--- src/source/fastCyclePkg.sv ---
// ------------------------------
// Fast cycle shared definitions
// Memory map, table sizes, word fields and the slot enum
// ------------------------------

package fastCyclePkg;

	// Fast VRAM geometry
	localparam int vramAddrW = 11;
	localparam int vramDataW = 16;

	// Table sizes
	localparam int numSprites = 96;
	localparam int activeCap = 48;

	// Sprite number width, and active list entry index width
	localparam int idxW = 7;
	// Also sets the bank stride of 64 words
	localparam int cntW = 6;

	// Region bases
	localparam logic [vramAddrW-1:0] shrinkBase = 11'h000;
	localparam logic [vramAddrW-1:0] yTableBase = 11'h200;
	localparam logic [vramAddrW-1:0] xTableBase = 11'h400;
	localparam logic [vramAddrW-1:0] activeBase = 11'h600;

	// Y word: Y in 15..7, chain in 6, size in 5..0
	localparam int yLsb = 7;
	localparam int chainBit = 6;
	localparam int sizeW = 6;

	// X word: X in 15..7, horizontal shrink in 3..0
	localparam int xLsb = 7;
	localparam int hShrinkW = 4;

	// Raster line number
	localparam int lineW = 9;

	// Fast cycle slots, in rotation order
	typedef enum logic [1:0] {
		slotCpu,
		slotParse,
		slotActive,
		slotRender
	} slotT;

endpackage

--- src/source/vramArbiter.sv ---
// ------------------------------
// VRAM arbiter
// Per-slot address and data select, CPU request latch
// and CPU read register
// ------------------------------

`timescale 1ns/1ps

module vramArbiter (
	input  logic                                clk24M,
	input  logic                                rstN,
	input  fastCyclePkg::slotT                  slot,
	input  logic [fastCyclePkg::vramAddrW-1:0] cpuAddr,
	input  logic [fastCyclePkg::vramDataW-1:0] cpuWrData,
	input  logic                                cpuWrReq,
	input  logic                                cpuRdReq,
	output logic [fastCyclePkg::vramDataW-1:0] cpuRdData,
	output logic                                cpuRdValid,
	output logic                                cpuBusy,
	input  logic [fastCyclePkg::vramAddrW-1:0] parseAddr,
	input  logic                                parseWrEn,
	input  logic [fastCyclePkg::vramAddrW-1:0] parseWrAddr,
	input  logic [fastCyclePkg::vramDataW-1:0] parseWrData,
	input  logic [fastCyclePkg::vramAddrW-1:0] actAddr,
	input  logic [fastCyclePkg::vramAddrW-1:0] attrAddr,
	output logic [fastCyclePkg::vramAddrW-1:0] vramAddr,
	output logic [fastCyclePkg::vramDataW-1:0] vramWrData,
	output logic                                vramWrEn,
	input  logic [fastCyclePkg::vramDataW-1:0] vramRdData
);

	logic                                pendWr;
	logic [fastCyclePkg::vramAddrW-1:0] pendAddr;
	logic [fastCyclePkg::vramDataW-1:0] pendData;
	logic                                cpuGrant;
	logic                                cpuTake;
	logic                                rdCapture;
	logic [fastCyclePkg::vramDataW-1:0] rdHold;

	// Pending access gets the next CPU slot
	assign cpuGrant = (slot == fastCyclePkg::slotCpu) && cpuBusy;
	assign cpuTake = !cpuBusy && (cpuWrReq || cpuRdReq);

	always_ff @(posedge clk24M) begin
		if (!rstN) begin
			cpuBusy <= 1'b0;
			rdCapture <= 1'b0;
		end else begin
			rdCapture <= cpuGrant && !pendWr;
			if (cpuGrant) begin
				cpuBusy <= 1'b0;
			end else if (cpuTake) begin
				cpuBusy <= 1'b1;
			end
		end
	end

	// Request payload, write wins over read
	always_ff @(posedge clk24M) begin
		if (cpuTake) begin
			pendWr <= cpuWrReq;
			pendAddr <= cpuAddr;
			pendData <= cpuWrData;
		end
		if (rdCapture) begin
			rdHold <= vramRdData;
		end
	end

	// Read word is live on the valid cycle, held afterwards
	assign cpuRdValid = rdCapture;
	assign cpuRdData = rdCapture ? vramRdData : rdHold;

	always_comb begin
		vramAddr = fastCyclePkg::shrinkBase;
		vramWrData = pendData;
		vramWrEn = 1'b0;
		unique case (slot)
			fastCyclePkg::slotCpu: begin
				if (cpuBusy) begin
					vramAddr = pendAddr;
					vramWrEn = pendWr;
				end
			end
			fastCyclePkg::slotParse: begin
				// Y table read, or an active list write
				vramAddr = parseWrEn ? parseWrAddr : parseAddr;
				vramWrData = parseWrData;
				vramWrEn = parseWrEn;
			end
			fastCyclePkg::slotActive: begin
				vramAddr = actAddr;
			end
			fastCyclePkg::slotRender: begin
				vramAddr = attrAddr;
			end
		endcase
	end

endmodule

--- config.mk ---
export PLATFORM = sky130hd
export DESIGN_NAME = vramArbiter
export DESIGN_NICKNAME = d
export VERILOG_FILES = /design/src/source/fastCyclePkg.sv /design/src/source/vramArbiter.sv
export SDC_FILE = /design/constraint.sdc
export NUM_CORES = 1
export LEC_CHECK = 0
export BUFFER_PORTS_ARGS = -buffer_cell sky130_fd_sc_hd__buf_2
export CORE_MARGIN = 10
export CORE_UTILIZATION = 40
export CTS_CLUSTER_SIZE = 16
export DETAILED_ROUTE_END_ITERATION = 16
export GPL_TIMING_DRIVEN = 0
export MAX_ROUTING_LAYER = met4
export PLACE_DENSITY = 0.8
export SETUP_SLACK_MARGIN = 0.02
export SLEW_MARGIN = 20
export SYNTH_ARGS = -nofsm -noshare
export SYNTH_HDL_FRONTEND = slang
export SYNTH_SLANG_ARGS = --single-unit
--- constraint.sdc ---
create_clock -name clk24M -period 2.3 [get_ports clk24M]
set_input_delay 0.345 -clock clk24M [delete_from_list [all_inputs] [get_ports clk24M]]
set_output_delay 0.345 -clock clk24M [all_outputs]
set_load 0.02 [all_outputs]
Word level (Yosys, flattened, before mapping)
Cells that the tools add are included.

storage, ports and cells
  logic and storage cells = 25
  register bits = 46
  output and inout port bits = 46

cells by class
  bitwise logic cells = 1
  muxes and demuxes = 7
  equal/unequal tests = 3
  reduce and logical (&&, ||, !) cells = 8

operators with widths
  cell                                            number
  one-hot mux 11 bit (4 select lines)             1
  2-to-1 mux 16 bit                               2
  2-to-1 mux 11 bit                               2
  == test 2 bit (second input constant)           2
  logical AND 1 bit                               3
  == test 2 x 1 -> 1 bit (second input constant)  1
  zero test 1 bit                                 2
  zero test 2 bit                                 1
  one-hot mux 1 bit (2 select lines)              1
  OR reduction 2 bit                              1
  logical OR 1 bit                                1
  2-to-1 mux 1 bit                                1
  NOT 1 bit                                       1

Logic depth before layout (Yosys ltp)
  depth in word-level cells = 3
  gate-level depth with buffers = 5

Worst setup path after synthesis
OpenSTA, ideal clock, no wires.

  path kind = flip-flop to flip-flop
  start point = register cpuBusy
  end point = register pendAddr[0] (netlist name), enable pin
  arrival = 1.640 ns
  library setup time = 0.413 ns
  cell stages (with the launch flop) = 2
  period minus slack after synthesis = 2.053 ns
  slack = 0.247 ns
  path through = dfxtp_1 nor2_1

on the way
  cells in the longest elaborated chain, start to end = 2

RTL lines
  what                      RTL line           RTL
  start: declaration        vramArbiter.sv:19  output logic cpuBusy,
  start signal: assignment  vramArbiter.sv:46  cpuBusy <= 1'b0;
  start signal: assignment  vramArbiter.sv:51  cpuBusy <= 1'b0;
  start signal: assignment  vramArbiter.sv:53  cpuBusy <= 1'b1;
  zero test 1 bit           vramArbiter.sv:42  assign cpuTake = !cpuBusy && (cpuWrReq || cpuRdReq);
  logical AND 1 bit         vramArbiter.sv:42
  via cpuTake               vramArbiter.sv:36  logic cpuTake;
  end signal: assignment    vramArbiter.sv:62  pendAddr <= cpuAddr;
  end: declaration          vramArbiter.sv:33  logic [fastCyclePkg::vramAddrW-1:0] pendAddr;

The timed path passes the listed nets, and every way through them passes these cells.
A chain may end at the register's enable or synchronous reset.

Final worst setup path
  start point = register cpuBusy
  end point = output vramAddr[9] (netlist name)

on the way
  cells in the longest elaborated chain, start to end = 2

RTL lines
  what                                 RTL line           RTL
  2-to-1 mux 11 bit                    vramArbiter.sv:80  if (cpuBusy) begin
  one-hot mux 11 bit (4 select lines)  vramArbiter.sv:78  unique case (slot)
  end: declaration                     vramArbiter.sv:26  output logic [fastCyclePkg::vramAddrW-1:0] vramAddr,

Every way passes these cells.

==> impl_metrics.tcl <==
set metrics [dict create \
    status "finished clean" \
    cts_tree "built" \
    place.gp.congestion 0.759 \
    htree_levels 2 \
    synth_compound_area_frac 0.0859 \
    drive_above_1_share 0.575 \
    r2r_end "pendData[8]" \
    place_hpwl_mm 5.57 \
    antenna_found_initial 0 \
    yosys_warnings 0 \
    hold_start "cpuAddr[4]" \
    r2r_slack_ns 0.90 \
    stdcell_count 423 \
    path_clk_slew_ns 0.08 \
    required_ns 1.96 \
    cts_setup_buffers 0 \
    cp-start-kind "register" \
    core_region_area_um2 5110 \
    syn_nets 300 \
    hold_buffers 0 \
    clock_sinks 46 \
    rsz0062_at_grt "false" \
    synth-xor-area-share 0 \
    grt-ovfl-total 0 \
    die_w_um 92.4 \
    drc 0 \
    grt_pass1_vias 2115 \
    powerDensity_nw_per_um2 732 \
    grt_pass1_wl_mm 10.2 \
    crit_type "register to primary output" \
    placed_cells 415 \
    finalCriticalPeriod_ns 1.95 \
    wl_mm 6.55 \
    die_h_um 92.4 \
    final_nets 462 \
    r2r_cells 1 \
    netlist_instances 190 \
    cts-root-buf "clkbuf_8" \
    drt_iter0_drc 44 \
    clock_skew_ns 0.00329 \
    area_growth_pct 47.8 \
    cts_buffers 5 \
    clock_latency_ns 0.28 \
    firstDrtPassIters 4 \
    track_usage 0.151 \
    yosysUniqueCellTypes 19 \
    num_rows 26 \
    nFillCells 470 \
    worstMarginPinSlew_ns 0.771 \
    hold_slack_ns 0.230 \
    min_period_over_period 0.846 \
    grt_max_degree 29 \
    whs_path_depth 1 \
    drv_slew 0 \
    pin_count 156 \
    hp-class "primary input to register" \
    clk_path_buf_depth 2 \
    initial_core_util 0.411 \
    antenna_cells 0 \
    drtAntennaViolNets 0 \
    synth.area.mux_share 0.145 \
    finalSetupViolCount 0 \
    yosysSeqAreaShare 0.572 \
    fmax_mhz 514 \
    critPathArrivalTime_ns 1.60 \
    synth_seq_cells 46 \
    end_kind "primary output" \
    drv_cap 0 \
    die_area_um2 8540 \
    irDropWorstVdd_uv 556 \
    syn_area_um2 2100 \
    synth_adder_area_share 0 \
    synth_area_per_cell_um2 11.0 \
    maxSlewHeadroom 0.484 \
    path_max_fanout 10 \
    wl_per_cell_um 15.5 \
    finalHoldViolCount 0 \
    num_vias 1918 \
    ctsResizeCount 0 \
    cp_slowest_cell "dfxtp_1" \
    synth-simple-area-share 0.156 \
    holdPathEnd "pendAddr[4]" \
    via_per_inst 4.53 \
    cpPeakStageDelay_ns 0.47 \
    leakagePower_nw 1.52 \
    path_cells "nor2b_2 > buf_4 > a22oi_1 > o211ai_1 > buf_2" \
    synth_top_family_by_area "simple AND/OR/NAND/NOR gates" \
    regToRegStartpoint "cpuBusy" \
    port_buffers 155 \
]
==> worst max-delay path: cells and delay by family, from the launching register on <==
| family | cells | cell delay (ns) |
|---|---|---|
| DFF | 1 | 0.47 |
| and+or+nand+nor | 1 | 0.21 |
| buffers and inverters | 2 | 0.38 |
| AOI/OAI and AO/OA | 2 | 0.26 |
==> how the worst max path moves through the flow <==
stage	startpoint	end	slack (ns)	cells after the start
5_1_grt	cpuBusy	vramAddr[0]	0.20	5
2_1_floorplan	cpuBusy	pendAddr[0]	0.25	1
3_5_place_dp	slot[0]	vramAddr[2]	0.64	7
6_report	cpuBusy	vramAddr[9]	0.35	5
4_1_cts	cpuBusy	vramAddr[9]	0.34	5
3_3_place_gp	cpuWrReq	pendData[13]	-0.23	3
==> stage by stage <==
step	instance area [um^2]	power, mW	setup TNS [ns]	utilization	setup slack [ns]
floorplan	2100	1.40	0	-	0.247
global placement	2960	1.65	-6.40	0.580	-0.230
detailed placement	2970	1.67	0	0.581	0.640
CTS	3100	2.30	0	0.607	0.338
global route	3100	2.39	0	0.607	0.203
finish	3100	2.27	0	0.607	0.354
==> layer usage <==
layer,GRT usage,vias to the layer above,share of wire
met3,0.0597,4,0.095
met5,-,-,0
met2,0.258,92,0.50
li1,-,991,-
met1,0.162,831,0.40
met4,0.0321,0,0.0081
==> cells in the final DEF, fill, tap and decap left out <==
master / n
buf_2: 158
nand2_1: 72
edfxtp_1: 28
mux2_2: 27
dfxtp_1: 18
a22oi_1: 11
o211ai_1: 11
buf_4: 6
clkbuf_8: 6
nor2_1: 2
buf_6: 2
clkbuf_16: 2
nor2_4: 1
clkbuf_1: 1
nor2b_2: 1
and2_1: 1
nor2b_1: 1
nand2b_1: 1
nand3b_1: 1
a21oi_1: 1
o311a_1: 1
and4b_1: 1
==> Yosys cell counts <==
library cell	instances	area, um^2
dfxtp_1	18	360
clkbuf_1	1	3.75
buf_2	3	15.0
edfxtp_1	28	841
nand2b_1	1	6.26
a21oi_1	1	5.00
a22oi_1	11	82.6
o211ai_1	11	82.6
nor2b_1	1	6.26
and2_1	1	6.26
nand3b_1	1	7.51
and4b_1	1	10.0
nor2_1	3	11.3
buf_6	2	22.5
buf_4	6	45.0
o311a_1	1	10.0
nand2_1	72	270
mux2_2	27	304
nor2b_2	1	8.76
==> logic make-up after synthesis <==
group                  Yosys count
AND/OR/NAND/NOR                 81
flip-flops                      46
multiplexers                    27
AO/OA/AOI/OAI                   24
buffers and inverters           12
==> cell type report <==
type                    instances  area [um^2]  area share
repair buffers                155          776       0.250
clock buffers                   8          133      0.0428
well taps                      70         87.6      0.0282
plain buffers                  12         86.3      0.0278
multi-input cells             132          818       0.264
flip-flops and latches         46         1200       0.387
==> state kept, by name, summed over array words and instances (netlist names) <==
register    flops
cpuBusy         1
cpuRdValid      1
pendAddr       11
pendData       16
pendWr          1
rdHold         16
==> power breakdown <==
part	leakage, nW	internal, mW	switching [mW]
clock	0.0678	0.376	0.255
sequential	0.423	0.996	0.0313
combinational	1.03	0.261	0.352
total	1.52	1.63	0.638
Power figures use the tool's default switching activity.
