### config.mk
export PLATFORM = sky130hd
export DESIGN_NAME = spriteParser
export DESIGN_NICKNAME = d
export VERILOG_FILES = /design/src/source/fastCyclePkg.sv /design/src/source/spriteParser.sv
export SDC_FILE = /design/constraint.sdc
export NUM_CORES = 1
export LEC_CHECK = 0
export BUFFER_PORTS_ARGS = -buffer_cell sky130_fd_sc_hd__buf_2
export CORE_MARGIN = 1.5
export CORE_UTILIZATION = 44
export DETAILED_ROUTE_END_ITERATION = 6
export PLACE_DENSITY = 0.75
export SLEW_MARGIN = 20
export SYNTH_ARGS = -nofsm -noshare
export SYNTH_HDL_FRONTEND = slang
export SYNTH_SLANG_ARGS = --single-unit
### constraint.sdc
create_clock -name clk24M -period 2.3 [get_ports clk24M]
set_input_delay 0.46 -clock clk24M [delete_from_list [all_inputs] [get_ports clk24M]]
set_output_delay 0.46 -clock clk24M [all_outputs]
set_load 0.1 [all_outputs]
### src/source/fastCyclePkg.sv
// ------------------------------
// Fast cycle shared definitions
// Memory map, table sizes, word fields and the slot enum
// ------------------------------

package fastCyclePkg;

	// Fast VRAM geometry
	localparam int vramAddrW = 11;
	localparam int vramDataW = 16;

	// Table sizes
	localparam int numSprites = 96;
	localparam int activeCap = 48;

	// Sprite number width, and active list entry index width
	localparam int idxW = 7;
	// Also sets the bank stride of 64 words
	localparam int cntW = 6;

	// Region bases
	localparam logic [vramAddrW-1:0] shrinkBase = 11'h000;
	localparam logic [vramAddrW-1:0] yTableBase = 11'h200;
	localparam logic [vramAddrW-1:0] xTableBase = 11'h400;
	localparam logic [vramAddrW-1:0] activeBase = 11'h600;

	// Y word: Y in 15..7, chain in 6, size in 5..0
	localparam int yLsb = 7;
	localparam int chainBit = 6;
	localparam int sizeW = 6;

	// X word: X in 15..7, horizontal shrink in 3..0
	localparam int xLsb = 7;
	localparam int hShrinkW = 4;

	// Raster line number
	localparam int lineW = 9;

	// Fast cycle slots, in rotation order
	typedef enum logic [1:0] {
		slotCpu,
		slotParse,
		slotActive,
		slotRender
	} slotT;

endpackage

### src/source/spriteParser.sv
// ------------------------------
// Sprite parser
// Y table scan, line match with chaining, active list writes
// ------------------------------

`timescale 1ns/1ps

module spriteParser (
	input  logic                                 clk24M,
	input  logic                                 rstN,
	input  fastCyclePkg::slotT                   slot,
	input  logic                                 lineStart,
	input  logic [fastCyclePkg::lineW-1:0]      rasterLine,
	input  logic                                 flip,
	input  logic [fastCyclePkg::vramDataW-1:0]  vramRdData,
	output logic [fastCyclePkg::vramAddrW-1:0]  parseAddr,
	output logic                                 parseWrEn,
	output logic [fastCyclePkg::vramAddrW-1:0]  parseWrAddr,
	output logic [fastCyclePkg::vramDataW-1:0]  parseWrData,
	output logic [fastCyclePkg::cntW-1:0]       listCount,
	output logic                                 parseDone
);

	logic                            scanning;
	logic                            readIssued;
	logic                            matchPend;
	logic                            prevMatch;
	logic                            bank;
	logic [fastCyclePkg::idxW-1:0]  index;
	logic [fastCyclePkg::idxW-1:0]  matchNum;
	logic [fastCyclePkg::cntW-1:0]  count;
	logic [fastCyclePkg::lineW-1:0] lineReg;
	logic                            listFull;
	logic                            inParse;
	logic                            doRead;
	logic [fastCyclePkg::lineW-1:0] sprY;
	logic [fastCyclePkg::lineW-1:0] lineDiff;
	logic [fastCyclePkg::sizeW-1:0] sprSize;
	logic                            sprChain;
	logic                            inRange;
	logic                            isMatch;

	assign listFull = (count == fastCyclePkg::cntW'(fastCyclePkg::activeCap));
	assign inParse = (slot == fastCyclePkg::slotParse) && scanning && !lineStart;

	// A pending match takes the slot unless the list is full
	assign parseWrEn = inParse && matchPend && !listFull;
	assign doRead = inParse && !parseWrEn
		&& (index < fastCyclePkg::idxW'(fastCyclePkg::numSprites));

	assign parseAddr = fastCyclePkg::yTableBase + fastCyclePkg::vramAddrW'(index);
	assign parseWrAddr = fastCyclePkg::activeBase + fastCyclePkg::vramAddrW'({bank, count});
	assign parseWrData = fastCyclePkg::vramDataW'(matchNum);

	// Y word fields, valid the cycle after the read
	assign sprY = vramRdData[fastCyclePkg::yLsb +: fastCyclePkg::lineW];
	assign sprChain = vramRdData[fastCyclePkg::chainBit];
	assign sprSize = vramRdData[fastCyclePkg::sizeW-1:0];

	// Height is size x 16 lines, wraps at 512
	assign lineDiff = lineReg - sprY;
	assign inRange = lineDiff < {sprSize[fastCyclePkg::sizeW-2:0], 4'b0000};
	// Size 32 and up covers the whole frame
	assign isMatch = sprChain ? prevMatch : (sprSize[fastCyclePkg::sizeW-1] | inRange);

	always_ff @(posedge clk24M) begin
		if (!rstN) begin
			scanning <= 1'b0;
			parseDone <= 1'b0;
			readIssued <= 1'b0;
			matchPend <= 1'b0;
			prevMatch <= 1'b0;
			index <= '0;
			count <= '0;
			listCount <= '0;
		end else if (lineStart) begin
			scanning <= 1'b1;
			parseDone <= 1'b0;
			readIssued <= 1'b0;
			matchPend <= 1'b0;
			prevMatch <= 1'b0;
			index <= '0;
			count <= '0;
			// Entries of the line that just ended
			listCount <= count;
		end else begin
			readIssued <= doRead;
			if (readIssued) begin
				matchPend <= isMatch;
				prevMatch <= isMatch;
				index <= index + 1'b1;
			end else if (inParse) begin
				// Written, or dropped on a full list
				matchPend <= 1'b0;
			end
			if (parseWrEn) begin
				count <= count + 1'b1;
			end
			if (inParse && !parseWrEn && !doRead) begin
				scanning <= 1'b0;
				parseDone <= 1'b1;
			end
		end
	end

	always_ff @(posedge clk24M) begin
		if (lineStart) begin
			lineReg <= rasterLine;
			bank <= flip;
		end
		if (readIssued) begin
			matchNum <= index;
		end
	end

endmodule

# After elaboration in Yosys (flattened, before gate mapping)
# Cells that the tools add are included.
# W data, S select, Z words.
[word_totals]
ff_bits = 41
input_bits = 31
[classes]
add_sub_neg = 5
magnitude_cmp = 2
eq_ne = 2
n_mux = 5
bitwise_logic = 2
reduce_logical = 14
[ops]
columns = ["op", "n"]
rows = [
  ["$add A10 B7 Y11 const A", 1],
  ["$add A10 B8 Y11 const A", 1],
  ["$lt A9 B9 Y1", 1],
  ["$sub A9 B9 Y9", 1],
  ["$add A7 B1 Y7 const B", 1],
  ["$logic_and A1 B1 Y1", 7],
  ["$lt A7 B7 Y1 const B", 1],
  ["$add A6 B1 Y6 const B", 1],
  ["$eq A6 B6 Y1 const B", 1],
  ["$mux W1", 5],
  ["$logic_not A1 Y1", 4],
  ["$reduce_bool A2 Y1", 2],
  ["$eq A2 B1 Y1 const B", 1],
  ["$reduce_or A2 Y1", 1],
  ["$not A1 Y1", 1],
  ["$or A1 B1 Y1", 1],
]

# Logic depth before layout (Yosys ltp)
[logic_depth]
word_depth = 12
mapped_depth = 11
mapped_depth_nobuf = 11

# Worst setup path after synthesis
# OpenSTA, ideal clock, no wires.
[synth_timing]
path_type = "register to register"
start = "register count[0] in the netlist's numbering"
end = "register count[2] in the netlist's numbering"
setup_time_ps = 117
arrival_ps = 2956
slack_ps = -774
path_stages_with_launch = 7
path_buffers = 0
synth_period_minus_slack_ps = 3074
path_cell_list = "dfxtp_1 > inv_1 > ha_1 > and2_1 > a311oi_4 > a21oi_1 > a31o_1"
[synth_between]
elab_chain_cells = 3
elab_cells_between_ends = 4
[synth_lines]
columns = ["item", "line", "text"]
rows = [
  ["start, declared", "spriteParser.sv:31", "logic [fastCyclePkg::cntW-1:0] count;"],
  ["start signal, assigned", "spriteParser.sv:97", "count <= count + 1'b1;"],
  ["$eq A6 B6 Y1", "spriteParser.sv:43", "assign listFull = (count == fastCyclePkg::cntW'(fastCyclePkg::activeCap));"],
  ["$logic_not A1 Y1", "spriteParser.sv:47", "assign parseWrEn = inParse && matchPend && !listFull;"],
  ["$logic_and A1 B1 Y1", "spriteParser.sv:47", ""],
  ["net parseWrEn", "spriteParser.sv:17", "output logic parseWrEn,"],
]
# The timed path passes the listed nets, and every way through them passes these cells.
# A chain may end at the register's enable or synchronous reset.

# Worst setup path after layout
[layout_timing]
start = "register lineReg[1] in the netlist's numbering"
end = "register matchPend"
[layout_between]
elab_chain_cells = 5
[layout_lines]
columns = ["item", "line", "text"]
rows = [
  ["start, declared", "spriteParser.sv:32", "logic [fastCyclePkg::lineW-1:0] lineReg;"],
  ["start signal, assigned", "spriteParser.sv:108", "lineReg <= rasterLine;"],
  ["$sub A9 B9 Y9", "spriteParser.sv:61", "assign lineDiff = lineReg - sprY;"],
  ["$lt A9 B9 Y1", "spriteParser.sv:62", "assign inRange = lineDiff < {sprSize[fastCyclePkg::sizeW-2:0], 4'b0000};"],
  ["$or A1 B1 Y1", "spriteParser.sv:64", "assign isMatch = sprChain ? prevMatch : (sprSize[fastCyclePkg::sizeW-1] | inRange);"],
  ["$mux W1", "spriteParser.sv:64", ""],
  ["$mux W1", "spriteParser.sv:88", "if (readIssued) begin"],
  ["end signal, assigned", "spriteParser.sv:89", "matchPend <= isMatch;"],
  ["end, declared", "spriteParser.sv:26", "logic matchPend;"],
]
# No other way between the ends.

==> impl_metrics.py <==
metrics = {
    "grt": {
        "grt_max_degree": 21,
        "overflow": 0,
        "grt_pass1_vias": 1538,
        "track_usage_pct": 15.9,
        "antenna_found_initial": 0,
        "grt_first_pass_wirelength_um": 6490,
    },
    "finish": {
        "diodes": 0,
        "area_growth_pct": 24.7,
        "drive_gt1_share_pct": 35.5,
        "final_nets": 317,
        "final_util_pct": 56.5,
    },
    "synth": {
        "ys_ff_latch": 41,
        "yosysTopAreaCellShare_pct": 24.2,
        "syn_area_per_cell_um2": 10.5,
        "synth_top_area_cell": "edfxtp_1",
        "yosys_warnings": 0,
        "ys_top_cells_by_area": "edfxtp_1, dfxtp_1, ha_1, buf_4, mux2i_1",
        "ys_types": 40,
        "syn_inst": 201,
        "netlist_area_mm2": 0.00211,
        "ys_seq_area_share_pct": 46.9,
    },
    "clock_network": {
        "clk_pin_slew_ns": 0.08,
        "cts_buffer_depth": 2,
        "holdBufCountCts": 0,
        "cts_tree": "done",
        "insertion_delay_ns": 0.29,
        "clock-sinks": 41,
        "cts-root-buf": "clkbuf_8",
        "post_cts_buffers": 0,
        "htreeDepth": 2,
        "numCtsBuffers": 5,
    },
    "timing": {
        "finalSetupViolations": 0,
        "period_share_pct": 97.3,
        "rsz0062_at_grt": "yes",
        "hold_violations": 0,
        "fin_skew_ns": 0.00665,
        "period_minus_slack_ns": 2.24,
        "setup_tns_ns": 0,
        "timing.hold.ws_ns": 0.344,
        "max_clock_freq_ghz": 0.447,
        "drv_slew": 0,
    },
    "die": {
        "initial_core_util_pct": 45.3,
        "pin_count": 77,
        "die_area_mm2": 0.00522,
        "coreArea_mm2": 0.00466,
        "die_w_um": 72.3,
        "die_h_um": 72.3,
        "rows": 25,
    },
    "min_path": {
        "hold_class": "input port to flip-flop",
        "min_from": "rasterLine[5]",
    },
    "critical_path": {
        "crit_start": "lineReg[1]$_DFFE_PP_",
        "cp-end-kind": "flip-flop",
        "crit_arrival_ns": 2.46,
        "cp_slowest_cell": "a2111o_1",
        "critPathMaxStageDelay_ns": 0.39,
        "worstSetupStartpointType": "flip-flop",
        "path_cells": "ha_1 -> o211ai_1 -> o211ai_1 -> a2111o_1 -> o211ai_1 -> ha_1 -> o21a_1 -> o21ai_2 -> a32oi_1 -> o21ai_0",
        "reg2reg_from": "lineReg[1]$_DFFE_PP_",
        "crit_path_max_fanout": 3,
        "cpMostUsedCell": "o211ai_1",
        "critPathKind": "flip-flop to flip-flop",
        "cp.required_ns": 2.52,
    },
    "route": {
        "wire_per_inst_um": 11.9,
        "vias_per_cell": 4.86,
        "dr.pass1.iters": 4,
        "finalWirelength_um": 3900,
        "drtIter0Drc": 67,
        "ant_nets": 0,
        "post-route-drc-count": 0,
        "dr_total_vias": 1588,
    },
    "power": {
        "ir_drop_mv": 0.349,
        "finalPower_mw": 1.73,
        "powerDensity_mw_per_mm2": 657,
        "p_leak_nw": 1.18,
    },
    "run": {
        "drv_cap": 0,
    },
    "place": {
        "gp_congestion": 0.743,
        "dp_hpwl_um": 3090,
        "io_buffers": 59,
    },
    "run_status": {
        "status": "finished clean",
    },
}
==> sequential cells by signal, summed over array words and instances, names as in the netlist <==
signal / flops
lineReg: 9
index: 7
matchNum: 7
count: 6
listCount: 6
bank: 1
matchPend: 1
parseDone: 1
prevMatch: 1
readIssued: 1
scanning: 1
==> critical path, delay by kind of cell, from the launching register on <==
kind                     cells  cell delay (ns)
AO/OA/AOI/OAI                8             1.26
adder cells (fa/ha/maj)      2             0.53
flip-flops                   1             0.37
==> where the power goes <==
group / leakage (nW) / switching, mW / internal [mW]
clock network: 0.0585 / 0.254 / 0.325
logic: 0.770 / 0.249 / 0.126
registers: 0.356 / 0.00717 / 0.770
total: 1.18 / 0.510 / 1.22
==> synth_stat cells, drive strengths merged <==
cell type	instances
o211ai	3
buf	20
and3	3
nand3	4
nor2	16
nor4	1
a32oi	1
conb	2
and2b	1
a22oi	1
nand2b	2
nand4bb	1
a2111o	1
nor3b	1
a211oi	3
nand2	9
and4bb	1
and2	3
a311oi	1
inv	14
clkbuf	2
xnor2	6
o21ai	8
or3	2
nand3b	1
nor3	2
ha	14
mux2i	9
dfxtp	24
edfxtp	17
o21a	2
nor2b	7
a21oi	5
nand4	5
a2111oi	1
xor2	6
a31oi	1
a31o	1
==> cells in the final DEF, fill, tap and decap left out, drive strengths merged, types with 6 or more instances in the layout <==
| cell type | count |
|---|---|
| mux2i | 9 |
| inv | 15 |
| xor2 | 6 |
| edfxtp | 17 |
| nand2 | 9 |
| nor2b | 7 |
| ha | 14 |
| o21ai | 8 |
| dfxtp | 24 |
| xnor2 | 6 |
| conb | 17 |
| nor2 | 16 |
| buf | 71 |
==> cell families after synthesis <==
| kind of cell | synth area share [%] |
|---|---|
| flops | 46.9 |
| simple gates | 15.8 |
| buf+inv | 9.83 |
| mux | 4.27 |
| compound gates | 9.60 |
| other cells | 0.356 |
| xor+xnor | 4.98 |
| fa+ha+maj | 8.29 |
==> final cells by class <==
class | instances | area (um2)
Fill cell | 413 | 2030
Sequential cell | 41 | 1000
Multi-Input combinational cell | 139 | 998
Timing Repair Buffer | 71 | 400
Clock buffer | 5 | 68.8
Tap cell | 54 | 67.6
Inverter | 14 | 52.6
Clock inverter | 3 | 43.8
==> per-layer routing <==
| metal | GRT usage, % | vias to the layer above | wire, um |
|---|---|---|---|
| li1 | - | 808 | - |
| met1 | 18.5 | 729 | 1660 |
| met2 | 28.6 | 49 | 2010 |
| met3 | 4.31 | 2 | 213 |
| met4 | 5.03 | 0 | 17 |
| met5 | 0 | - | 0 |
==> repair_timing <==
item / CTS / global route
pin swaps: 0 / 3
endpoints found under the setup margin: 2 / 3
gates resized for setup: 1 / 6
==> per-stage QoR <==
| stage | cells | area [um2] | setup slack (ns) |
|---|---|---|---|
| after global placement | 319 | 2500 | -0.171 |
| after CTS | 327 | 2610 | 0.00893 |
| after global routing | 327 | 2630 | -0.0880 |
| after floorplan | 216 | 2180 | -0.168 |
| after detailed placement | 319 | 2500 | -0.246 |
| final | 327 | 2630 | 0.0628 |
==> worst paths after layout <==
kind                             to  slack (ns)  cells after the start
min reg2reg  parseDone$_SDFFE_PP0P_        0.47                      1
max          matchPend$_SDFFE_PP0P_        0.06                     10
max reg2reg  matchPend$_SDFFE_PP0P_        0.06                     10
min            lineReg[5]$_DFFE_PP_        0.34                      1
Power figures use the tool's default switching activity.
