## src/source/fastCyclePkg.sv

```systemverilog
// ------------------------------
// Fast cycle shared definitions
// Memory map, table sizes, word fields and the slot enum
// ------------------------------

package fastCyclePkg;

	// Fast VRAM geometry
	localparam int vramAddrW = 11;
	localparam int vramDataW = 16;

	// Table sizes
	localparam int numSprites = 96;
	localparam int activeCap = 48;

	// Sprite number width, and active list entry index width
	localparam int idxW = 7;
	// Also sets the bank stride of 64 words
	localparam int cntW = 6;

	// Region bases
	localparam logic [vramAddrW-1:0] shrinkBase = 11'h000;
	localparam logic [vramAddrW-1:0] yTableBase = 11'h200;
	localparam logic [vramAddrW-1:0] xTableBase = 11'h400;
	localparam logic [vramAddrW-1:0] activeBase = 11'h600;

	// Y word: Y in 15..7, chain in 6, size in 5..0
	localparam int yLsb = 7;
	localparam int chainBit = 6;
	localparam int sizeW = 6;

	// X word: X in 15..7, horizontal shrink in 3..0
	localparam int xLsb = 7;
	localparam int hShrinkW = 4;

	// Raster line number
	localparam int lineW = 9;

	// Fast cycle slots, in rotation order
	typedef enum logic [1:0] {
		slotCpu,
		slotParse,
		slotActive,
		slotRender
	} slotT;

endpackage

```

## src/source/activeListRender.sv

```systemverilog
// ------------------------------
// Active list render
// Reads last line's list, fetches X and shrink,
// three-stage output pipe
// ------------------------------

`timescale 1ns/1ps

module activeListRender (
	input  logic                                 clk24M,
	input  logic                                 rstN,
	input  fastCyclePkg::slotT                   slot,
	input  logic                                 lineStart,
	input  logic                                 flip,
	input  logic                                 renderEnable,
	input  logic [fastCyclePkg::cntW-1:0]       listCount,
	input  logic [fastCyclePkg::vramDataW-1:0]  vramRdData,
	output logic [fastCyclePkg::vramAddrW-1:0]  actAddr,
	output logic [fastCyclePkg::vramAddrW-1:0]  attrAddr,
	output logic                                 sprValid,
	output logic [fastCyclePkg::idxW-1:0]       sprNum,
	output logic [fastCyclePkg::lineW-1:0]      sprX,
	output logic [fastCyclePkg::hShrinkW-1:0]   sprHShrink
);

	logic                               rdBank;
	logic [fastCyclePkg::cntW-1:0]     rdCount;
	logic                               fetch;
	logic                               actIssued;
	logic                               attrIssued;
	logic                               pipeStep;
	logic                               validA;
	logic                               validB;
	logic [fastCyclePkg::idxW-1:0]     numHold;
	logic [fastCyclePkg::idxW-1:0]     numA;
	logic [fastCyclePkg::idxW-1:0]     numB;
	logic [fastCyclePkg::lineW-1:0]    xA;
	logic [fastCyclePkg::lineW-1:0]    xB;
	logic [fastCyclePkg::hShrinkW-1:0] shrinkA;
	logic [fastCyclePkg::hShrinkW-1:0] shrinkB;

	assign fetch = (slot == fastCyclePkg::slotActive) && renderEnable && !lineStart
		&& (rdCount < listCount);
	assign actAddr = fastCyclePkg::activeBase + fastCyclePkg::vramAddrW'({rdBank, rdCount});
	// Entry word arrives in the render slot and addresses the X table directly
	assign attrAddr = fastCyclePkg::xTableBase
		+ fastCyclePkg::vramAddrW'(vramRdData[fastCyclePkg::idxW-1:0]);
	assign pipeStep = (slot == fastCyclePkg::slotCpu);

	always_ff @(posedge clk24M) begin
		if (!rstN) begin
			rdCount <= '0;
			actIssued <= 1'b0;
			attrIssued <= 1'b0;
			validA <= 1'b0;
			validB <= 1'b0;
			sprValid <= 1'b0;
		end else begin
			actIssued <= fetch;
			attrIssued <= actIssued;
			if (lineStart) begin
				rdCount <= '0;
			end else if (fetch) begin
				rdCount <= rdCount + 1'b1;
			end
			// Pulse 9 cycles after the X word returns
			sprValid <= pipeStep && validB;
			if (pipeStep) begin
				validA <= attrIssued;
				validB <= validA;
			end
		end
	end

	always_ff @(posedge clk24M) begin
		// Previous line was written to the other bank
		if (lineStart) begin
			rdBank <= ~flip;
		end
		if (actIssued) begin
			numHold <= vramRdData[fastCyclePkg::idxW-1:0];
		end
		if (pipeStep) begin
			numA <= numHold;
			xA <= vramRdData[fastCyclePkg::xLsb +: fastCyclePkg::lineW];
			shrinkA <= vramRdData[fastCyclePkg::hShrinkW-1:0];
			numB <= numA;
			xB <= xA;
			shrinkB <= shrinkA;
			sprNum <= numB;
			sprX <= xB;
			sprHShrink <= shrinkB;
		end
	end

endmodule

```

## config.mk

```make
export PLATFORM = sky130hd
export DESIGN_NAME = activeListRender
export DESIGN_NICKNAME = d
export VERILOG_FILES = /design/src/source/fastCyclePkg.sv /design/src/source/activeListRender.sv
export SDC_FILE = /design/constraint.sdc
export NUM_CORES = 1
export LEC_CHECK = 0
export CORE_UTILIZATION = 60
export CTS_CLUSTER_SIZE = 14
export DETAILED_ROUTE_END_ITERATION = 10
export DONT_BUFFER_PORTS = 1
export PLACE_DENSITY = 0.76
export SYNTH_ARGS = -nofsm -noshare
export SYNTH_HDL_FRONTEND = slang
export SYNTH_SLANG_ARGS = --single-unit
```

## constraint.sdc

```tcl
create_clock -name clk24M -period 4.2 [get_ports clk24M]
set_input_delay 0.63 -clock clk24M [delete_from_list [all_inputs] [get_ports clk24M]]
set_output_delay 0.63 -clock clk24M [all_outputs]
set_load 0.01 [all_outputs]
```

-- Yosys cells after proc, flatten, opt, wreduce, memory -nomap -nowiden
Index checks and enable logic that the tools add are counted.
- register bits: 79
- word-level logic and storage cells: 31
- add/sub/neg operators: 3
- magnitude comparators: 1
- equality and inequality tests: 1
- bitwise operators: 2
- reductions and logical operators: 7
- operators with widths (cell ; count):
    adder 10 x 8 -> 11 bit (first input constant) ; 1
    adder 11 x 7 -> 11 bit (first input constant) ; 1
    adder 6 x 1 -> 6 bit (second input constant) ; 1
    less-than comparator 6 bit ; 1
    logical AND 1 bit ; 4
    equality test 2 bit (second input constant) ; 1
    zero test 2 bit ; 1
    NOT 1 bit ; 2
    OR reduction 2 bit ; 1
    zero test 1 bit ; 1

-- Logic depth before layout (Yosys ltp)
Gate-level depths: netlist (run 1).
- word-level depth: 4
- depth in mapped cells: 8
- mapped depth without buffers: 7

-- Worst setup path after synthesis (run 1)
No wires, ideal clock.
- kind: in2reg
- start: in slot[0]
- end: reg numA[0] in the netlist's numbering (enable)
- arrival time: 3.226 ns
- required time: 3.717 ns
- path slack: 0.491 ns
- cell stages on the path: 1
- path buffers: 0
- cells stage by stage: nor2_1
- cells in the longest elaborated chain, start to end: 1
- RTL lines (what ; RTL line ; text):
    start: declaration ; activeListRender.sv:12 ; input fastCyclePkg::slotT slot,
    zero test 2 bit ; activeListRender.sv:48 ; assign pipeStep = (slot == fastCyclePkg::slotCpu);
    end signal: assignment ; activeListRender.sv:84 ; numA <= numHold;
    end: declaration ; activeListRender.sv:35 ; logic [fastCyclePkg::idxW-1:0] numA;
Every way passes these cells.
A chain may end at the register's enable or synchronous reset.

-- Final worst setup path (run 1)
- start: reg rdCount[3] in the netlist's numbering
- end: reg rdCount[4] in the netlist's numbering
- cells in the longest elaborated chain, start to end: 2
- elaborated cells between the ends (all ways): 3
- RTL lines (what ; RTL line ; text):
    start: declaration ; activeListRender.sv:27 ; logic [fastCyclePkg::cntW-1:0] rdCount;
    start signal: assignment ; activeListRender.sv:64 ; rdCount <= rdCount + 1'b1;
    less-than comparator 6 bit ; activeListRender.sv:43 ; && (rdCount < listCount);
    logical AND 1 bit ; activeListRender.sv:43 ;
Several ways; a longest one is shown, not always the timed one.

==> results.py, run 1 <==
metrics = {
    "run_status": {
        "status": "completed",
    },
    "synth": {
        "avgSynthCellArea_um2": 18.0,
        "synth_mux_area_share_pct": 0.364,
        "ys_types": 26,
        "yosys.area_share.adder_pct": 2.73,
        "synth_compound_area_share_pct": 3.59,
        "synth_top_family_by_area": "buffers and inverters",
        "syn_area_um2": 2750,
        "syn_inst": 153,
        "synth-seq-cells": 79,
        "netlist.top_cell.by_area": "edfxtp_1",
        "yosys_warnings": 0,
        "synth_top_cell_area_share_pct": 74.2,
        "synth_xor_area_share_pct": 0.318,
        "yosys-top-cells-area": "edfxtp_1 74%, dfxtp_1 8.0%, buf_4 4.4%, ha_1 2.7%, inv_1 1.2%",
        "yosys.area_share.simple_pct": 4.50,
        "seq_area_frac_synth_pct": 82.2,
    },
    "final_layout": {
        "synthToLayoutAreaGrowth_pct": 6.18,
        "post_layout_nonfiller_instances": 211,
        "fillers": 295,
        "regArea_um2": 2260,
        "final_cell_mix": "68 x edfxtp_1, 11 x dfxtp_1, 10 x clkbuf_8",
        "drive_gt1_share_pct": 12.6,
        "num_antenna_cells": 0,
        "design_area_um2": 2920,
        "layout.nets": 189,
        "final_common_cell": "edfxtp_1",
        "multi_input_area_um2": 354,
    },
    "routing": {
        "vias": 1152,
        "via_per_inst": 5.46,
        "wl_um": 3300,
        "dr.pass1.iters": 6,
        "drtAntennaViolNets": 0,
        "wire_per_inst_um": 15.6,
        "drc": 0,
        "drtIter0Drc": 41,
    },
    "placed_design": {
        "dp_cells": 195,
        "dp_hpwl_um": 2230,
        "placed_area_um2": 2720,
        "port_buffers": 0,
        "place_ws_ns": 1.94,
        "finalWeightedCongestion": 0.758,
    },
    "grt": {
        "grt_max_degree": 38,
        "grt-ovfl-total": 0,
        "grt_pass1_wl_um": 4960,
        "grt_pass1_vias": 1067,
        "grt_use_total_pct": 14.8,
        "antenna_found_initial": 0,
    },
    "clock_tree": {
        "clk_pin_slew_ns": 0.07,
        "cts_tree": "yes",
        "htreeDepth": 3,
        "worstSkewPairLatency_ns": 0.33,
        "holdBufCountCts": 0,
        "cts_setup_buffers": 0,
        "cts-buffers-inserted": 9,
        "post_cts_resized": 0,
        "cts_sinks": 79,
        "clockBufferDepth": 2,
        "cts-root-buf": "clkbuf_8",
    },
    "timing": {
        "rsz0062_at_grt": "false",
        "hold_viol": 0,
        "fmax_ghz": 0.484,
        "timing.final.ws_setup_ns": 2.13,
        "max_slew_margin_pct": 37.1,
        "skew_ns": 0.00569,
        "maxSlewViolCount": 0,
        "setup_violations": 0,
        "period_share_pct": 49.2,
        "totalNegativeSetupSlack_ns": 0,
        "fin_crit_ns": 2.07,
        "worst_pin_slew_ns": 0.941,
    },
    "worst_setup_path": {
        "worstSetupPathType": "flip-flop to flip-flop",
        "crit_path_end_kind": "flip-flop",
        "cp.arrival_ns": 2.33,
        "cp_max_fo": 11,
        "critPathRequiredTime_ns": 4.46,
        "critical_path.startpoint_type": "flip-flop",
    },
    "pwr": {
        "p_per_area_nw_per_um2": 496,
        "p_leak_nw": 1.00,
        "ir_worst_vdd_v": 0.000285,
        "finalPower_mw": 1.45,
    },
    "floorplanning": {
        "rows": 24,
        "dieArea_um2": 4860,
        "coreArea_um2": 4380,
        "design.portCount": 72,
        "start_util_pct": 62.8,
        "die_y_um": 69.7,
        "die_x_um": 69.7,
    },
    "hold_path": {
        "hold_path_class": "input port to flip-flop",
    },
    "run": {
        "cap_viol_max_count": 0,
    },
}
-- cell usage after synthesis --
library cell  count
nand2_1           6
conb_1            2
o221ai_2          1
nand2b_1          2
a21oi_1           6
o21ai_0           3
dfxtp_1          11
nor2_1            5
buf_6             1
or4_1             2
xor2_1            1
edfxtp_1         68
buf_4            16
and3_1            1
ha_1              6
and2_1            1
nor3_2            1
inv_1             9
nand4_1           2
and4_1            1
or3_1             1
a21oi_2           1
o31ai_1           3
nand3_1           1
mux2i_1           1
o211ai_1          1
-- power by group --
part | leakage [nW] | total [mW] | internal (mW) | switching (mW)
combinational | 0.186 | 0.0252 | 0.00504 | 0.0202
clock | 0.0916 | 0.533 | 0.289 | 0.243
sequential | 0.725 | 0.890 | 0.880 | 0.0101
total | 1.00 | 1.45 | 1.17 | 0.274
-- state kept, by name, indices dropped and copies added (netlist names) --
name,flops
sprX,9
xA,9
validB,1
shrinkA,4
numB,7
numA,7
validA,1
shrinkB,4
rdCount,6
sprNum,7
xB,9
rdBank,1
numHold,7
sprValid,1
actIssued,1
sprHShrink,4
attrIssued,1
-- metrics by stage --
| stage | hold WS (ns) | utilization [%] |
|---|---|---|
| finish | 0.388 | 66.6 |
| global route | 0.351 | 66.6 |
| floorplan | 0.400 | - |
| detailed placement | 0.405 | 62.1 |
| CTS | 0.361 | 66.6 |
| global placement | 0.401 | 62.1 |
-- critical path, cell delays in order (launching register included) --
cell	delay (ns)
dfxtp_1	0.48
ha_1	0.31
a21oi_1	0.21
o221ai_2	0.25
or4_1	0.56
a21oi_1	0.19
-- layout make-up --
class	count	area share [%]
repair buffers	1	0.257
multi-input cells	54	12.1
inverters	9	1.16
flip-flops and latches	79	77.4
clock inverters	5	1.97
well taps	52	2.23
clock buffers	11	4.84
-- cells by family after synthesis --
logic type | count (synthesis)
adders and majority gates | 6
AOI/OAI and AO/OA | 15
and+or+nand+nor | 23
muxes | 1
buffers and inverters | 26
xor gates and xnor gates | 1
DFF | 79
other | 2
-- final timing paths --
| kind | start | endpoint | slack, ns | cells after the start |
|---|---|---|---|---|
| worst max-delay path | rdCount[3]$_SDFFE_PP0P_ | rdCount[4]$_SDFFE_PP0P_ | 2.13 | 5 |
| worst min-delay path | vramRdData[0] | shrinkA[0]$_DFFE_PN_ | 0.39 | 0 |
| worst max register to register | rdCount[3]$_SDFFE_PP0P_ | rdCount[4]$_SDFFE_PP0P_ | 2.13 | 5 |
| worst min register to register | xB[3]$_DFFE_PN_ | sprX[3]$_DFFE_PN_ | 0.42 | 0 |
-- layer usage --
metal | track usage, % | routed length, um
met1 | 13.5 | 1080
met2 | 23.6 | 1800
met3 | 11.5 | 334
met4 | 7.78 | 81
met5 | 0 | 0
No activity file was read; power rests on OpenSTA's default activity.
==> run 2, diff against run 1 <==
Clock period 4.2 ns to 2 ns, I/O delays scaled along.
==> run 2 against run 1 <==
Flip-flop and latch count unchanged. Largest power group unchanged. Cell count up 0.47%. Via count rose by 4.9%. Sequential power increased by 110%. Maximum frequency is 12% higher. Core utilization shrank 0.34 points.
==> results.py, run 2 (same netlist as run 1, synthesis figures left out) <==
metrics = {
    "run_status": {
        "status": "completed",
    },
    "pwr": {
        "combPwrFrac_pct": 2.0,
        "p_leak_nw": 0.998,
        "finalPower_mw": 2.86,
        "p_clk_share_pct": 32.6,
        "pwr-share-seq_pct": 65.3,
        "ir_worst_vdd_v": 0.000574,
        "power_switching_mw": 0.561,
        "p_sw_share_pct": 19.6,
        "p_per_area_nw_per_um2": 984,
        "p_int_mw": 2.30,
    },
    "routing": {
        "vias": 1208,
        "via_per_inst": 5.70,
        "dr.pass1.iters": 4,
        "drtAntennaViolNets": 0,
        "drtIter0Drc": 102,
        "drc": 0,
        "wl_um": 3610,
        "wire_per_inst_um": 17.0,
    },
    "final_layout": {
        "layout.nets": 191,
        "synthToLayoutAreaGrowth_pct": 5.64,
        "drive_gt1_share_pct": 12.5,
        "num_antenna_cells": 0,
        "fillers": 297,
        "reg_top3": "sprX (9), xA (9), xB (9)",
        "multi_input_area_um2": 354,
        "regArea_um2": 2260,
        "final_common_cell": "edfxtp_1",
        "final_cell_mix": "68 x edfxtp_1, 10 x dfxtp_1, 9 x inv_1, 9 x clkbuf_8, 8 x conb_1",
    },
    "placed_design": {
        "port_buffers": 0,
        "finalWeightedCongestion": 0.970,
        "dp_hpwl_um": 2440,
    },
    "grt": {
        "grt-ovfl-total": 0,
        "grt_pass1_wl_um": 5730,
        "grt_max_degree": 64,
        "antenna_found_initial": 0,
        "grt_use_total_pct": 16.4,
        "grt_pass1_vias": 1215,
    },
    "timing": {
        "rsz0062_at_grt": "false",
        "period_share_pct": 92.4,
        "skew_ns": 0.00660,
        "setup_violations": 0,
        "hold_viol": 0,
        "fin_crit_ns": 1.85,
        "totalNegativeSetupSlack_ns": 0,
        "maxSlewViolCount": 0,
        "fmax_ghz": 0.541,
    },
    "clock_tree": {
        "cts_tree": "yes",
        "cts_sinks": 79,
        "htreeDepth": 3,
        "worstSkewPairLatency_ns": 0.32,
        "cts-buffers-inserted": 9,
        "clockBufferDepth": 2,
        "clk_pin_slew_ns": 0.07,
        "cts-root-buf": "clkbuf_8",
    },
    "worst_setup_path": {
        "cp_max_fo": 6,
        "cp.arrival_ns": 2.11,
        "worstSetupPathType": "flip-flop to flip-flop",
        "critical_path.startpoint_type": "flip-flop",
        "critPathRequiredTime_ns": 2.26,
        "reg2reg_depth": 5,
        "crit_path_end_kind": "flip-flop",
    },
    "floorplanning": {
        "dieArea_um2": 4860,
        "die_x_um": 69.7,
        "rows": 24,
        "coreArea_um2": 4380,
        "design.portCount": 72,
        "die_y_um": 69.7,
        "start_util_pct": 62.8,
    },
    "hold_path": {
        "hold_path_class": "input port to flip-flop",
        "hold_depth": 0,
    },
    "run": {
        "cap_viol_max_count": 0,
    },
}
[run 2: path summary, 6_finish.rpt]
kind	startpoint	end	slack, ns
min reg2reg	numA[2]$_DFFE_PN_	numB[2]$_DFFE_PN_	0.42
max reg2reg	rdCount[3]$_SDFFE_PP0P_	rdCount[4]$_SDFFE_PP0P_	0.15
min	vramRdData[8]	xA[1]$_DFFE_PN_	0.07
max	rdCount[3]$_SDFFE_PP0P_	rdCount[4]$_SDFFE_PP0P_	0.15
[run 2: power groups by stage]
stage / Clock [mW] / Sequential, mW / Combinational (mW)
finish: 0.934 / 1.87 / 0.0577
global route: 1.04 / 1.87 / 0.0640
CTS: 0.964 / 1.87 / 0.0574
detailed placement: 0 / 1.91 / 0.0573
global placement: 0 / 1.90 / 0.0531
floorplan: 0 / 1.90 / 0.0716
[run 2: metrics by stage]
step | cell area (um^2) | hold WS, ns | cells | worst slack (ns) | util (%)
6_report | 2910 | 0.0657 | 212 | 0.151 | 66.3
5_1_grt | 2910 | 0.0375 | 212 | 0.0158 | 66.3
4_1_cts | 2910 | 0.0492 | 212 | 0.125 | 66.3
3_5_place_dp | 2750 | 0.399 | 197 | 0.154 | 62.7
3_3_place_gp | 2750 | 0.399 | 197 | 0.283 | 62.7
2_1_floorplan | 2780 | 0.399 | 159 | 0.216 | -
[run 2: repair_timing]
| action | 4_1_cts | 5_1_grt |
|---|---|---|
| setup endpoints to repair | 0 | 1 |
| gates resized for setup | 0 | 1 |
| setup buffers | 0 | 0 |
| hold buffers | 0 | 0 |
[run 2: worst max-delay path: stages, from the launching register on]
cell	delay, ns
dfxtp_1	0.48
ha_1	0.31
a21oi_1	0.17
o221ai_2	0.17
or4_1	0.51
a21oi_1	0.16
[run 2: area by class of cell]
class                      instances  share of cell area (%)
clock buffer                      11                    4.52
clock inverter                     4                   0.818
inverter                           9                    1.16
multi-input combinational         54                    12.2
sequential                        79                    77.9
tap                               52                    2.24
timing repair buffer               3                    1.21
[run 2: metal layers]
metal / global-route usage [%] / wire (um) / up-vias
li1: - / - / 548
met1: 18.5 / 1370 / 575
met2: 26.0 / 1890 / 71
met3: 5.09 / 227 / 14
met4: 13.1 / 117 / 0
met5: 0 / 0 / -
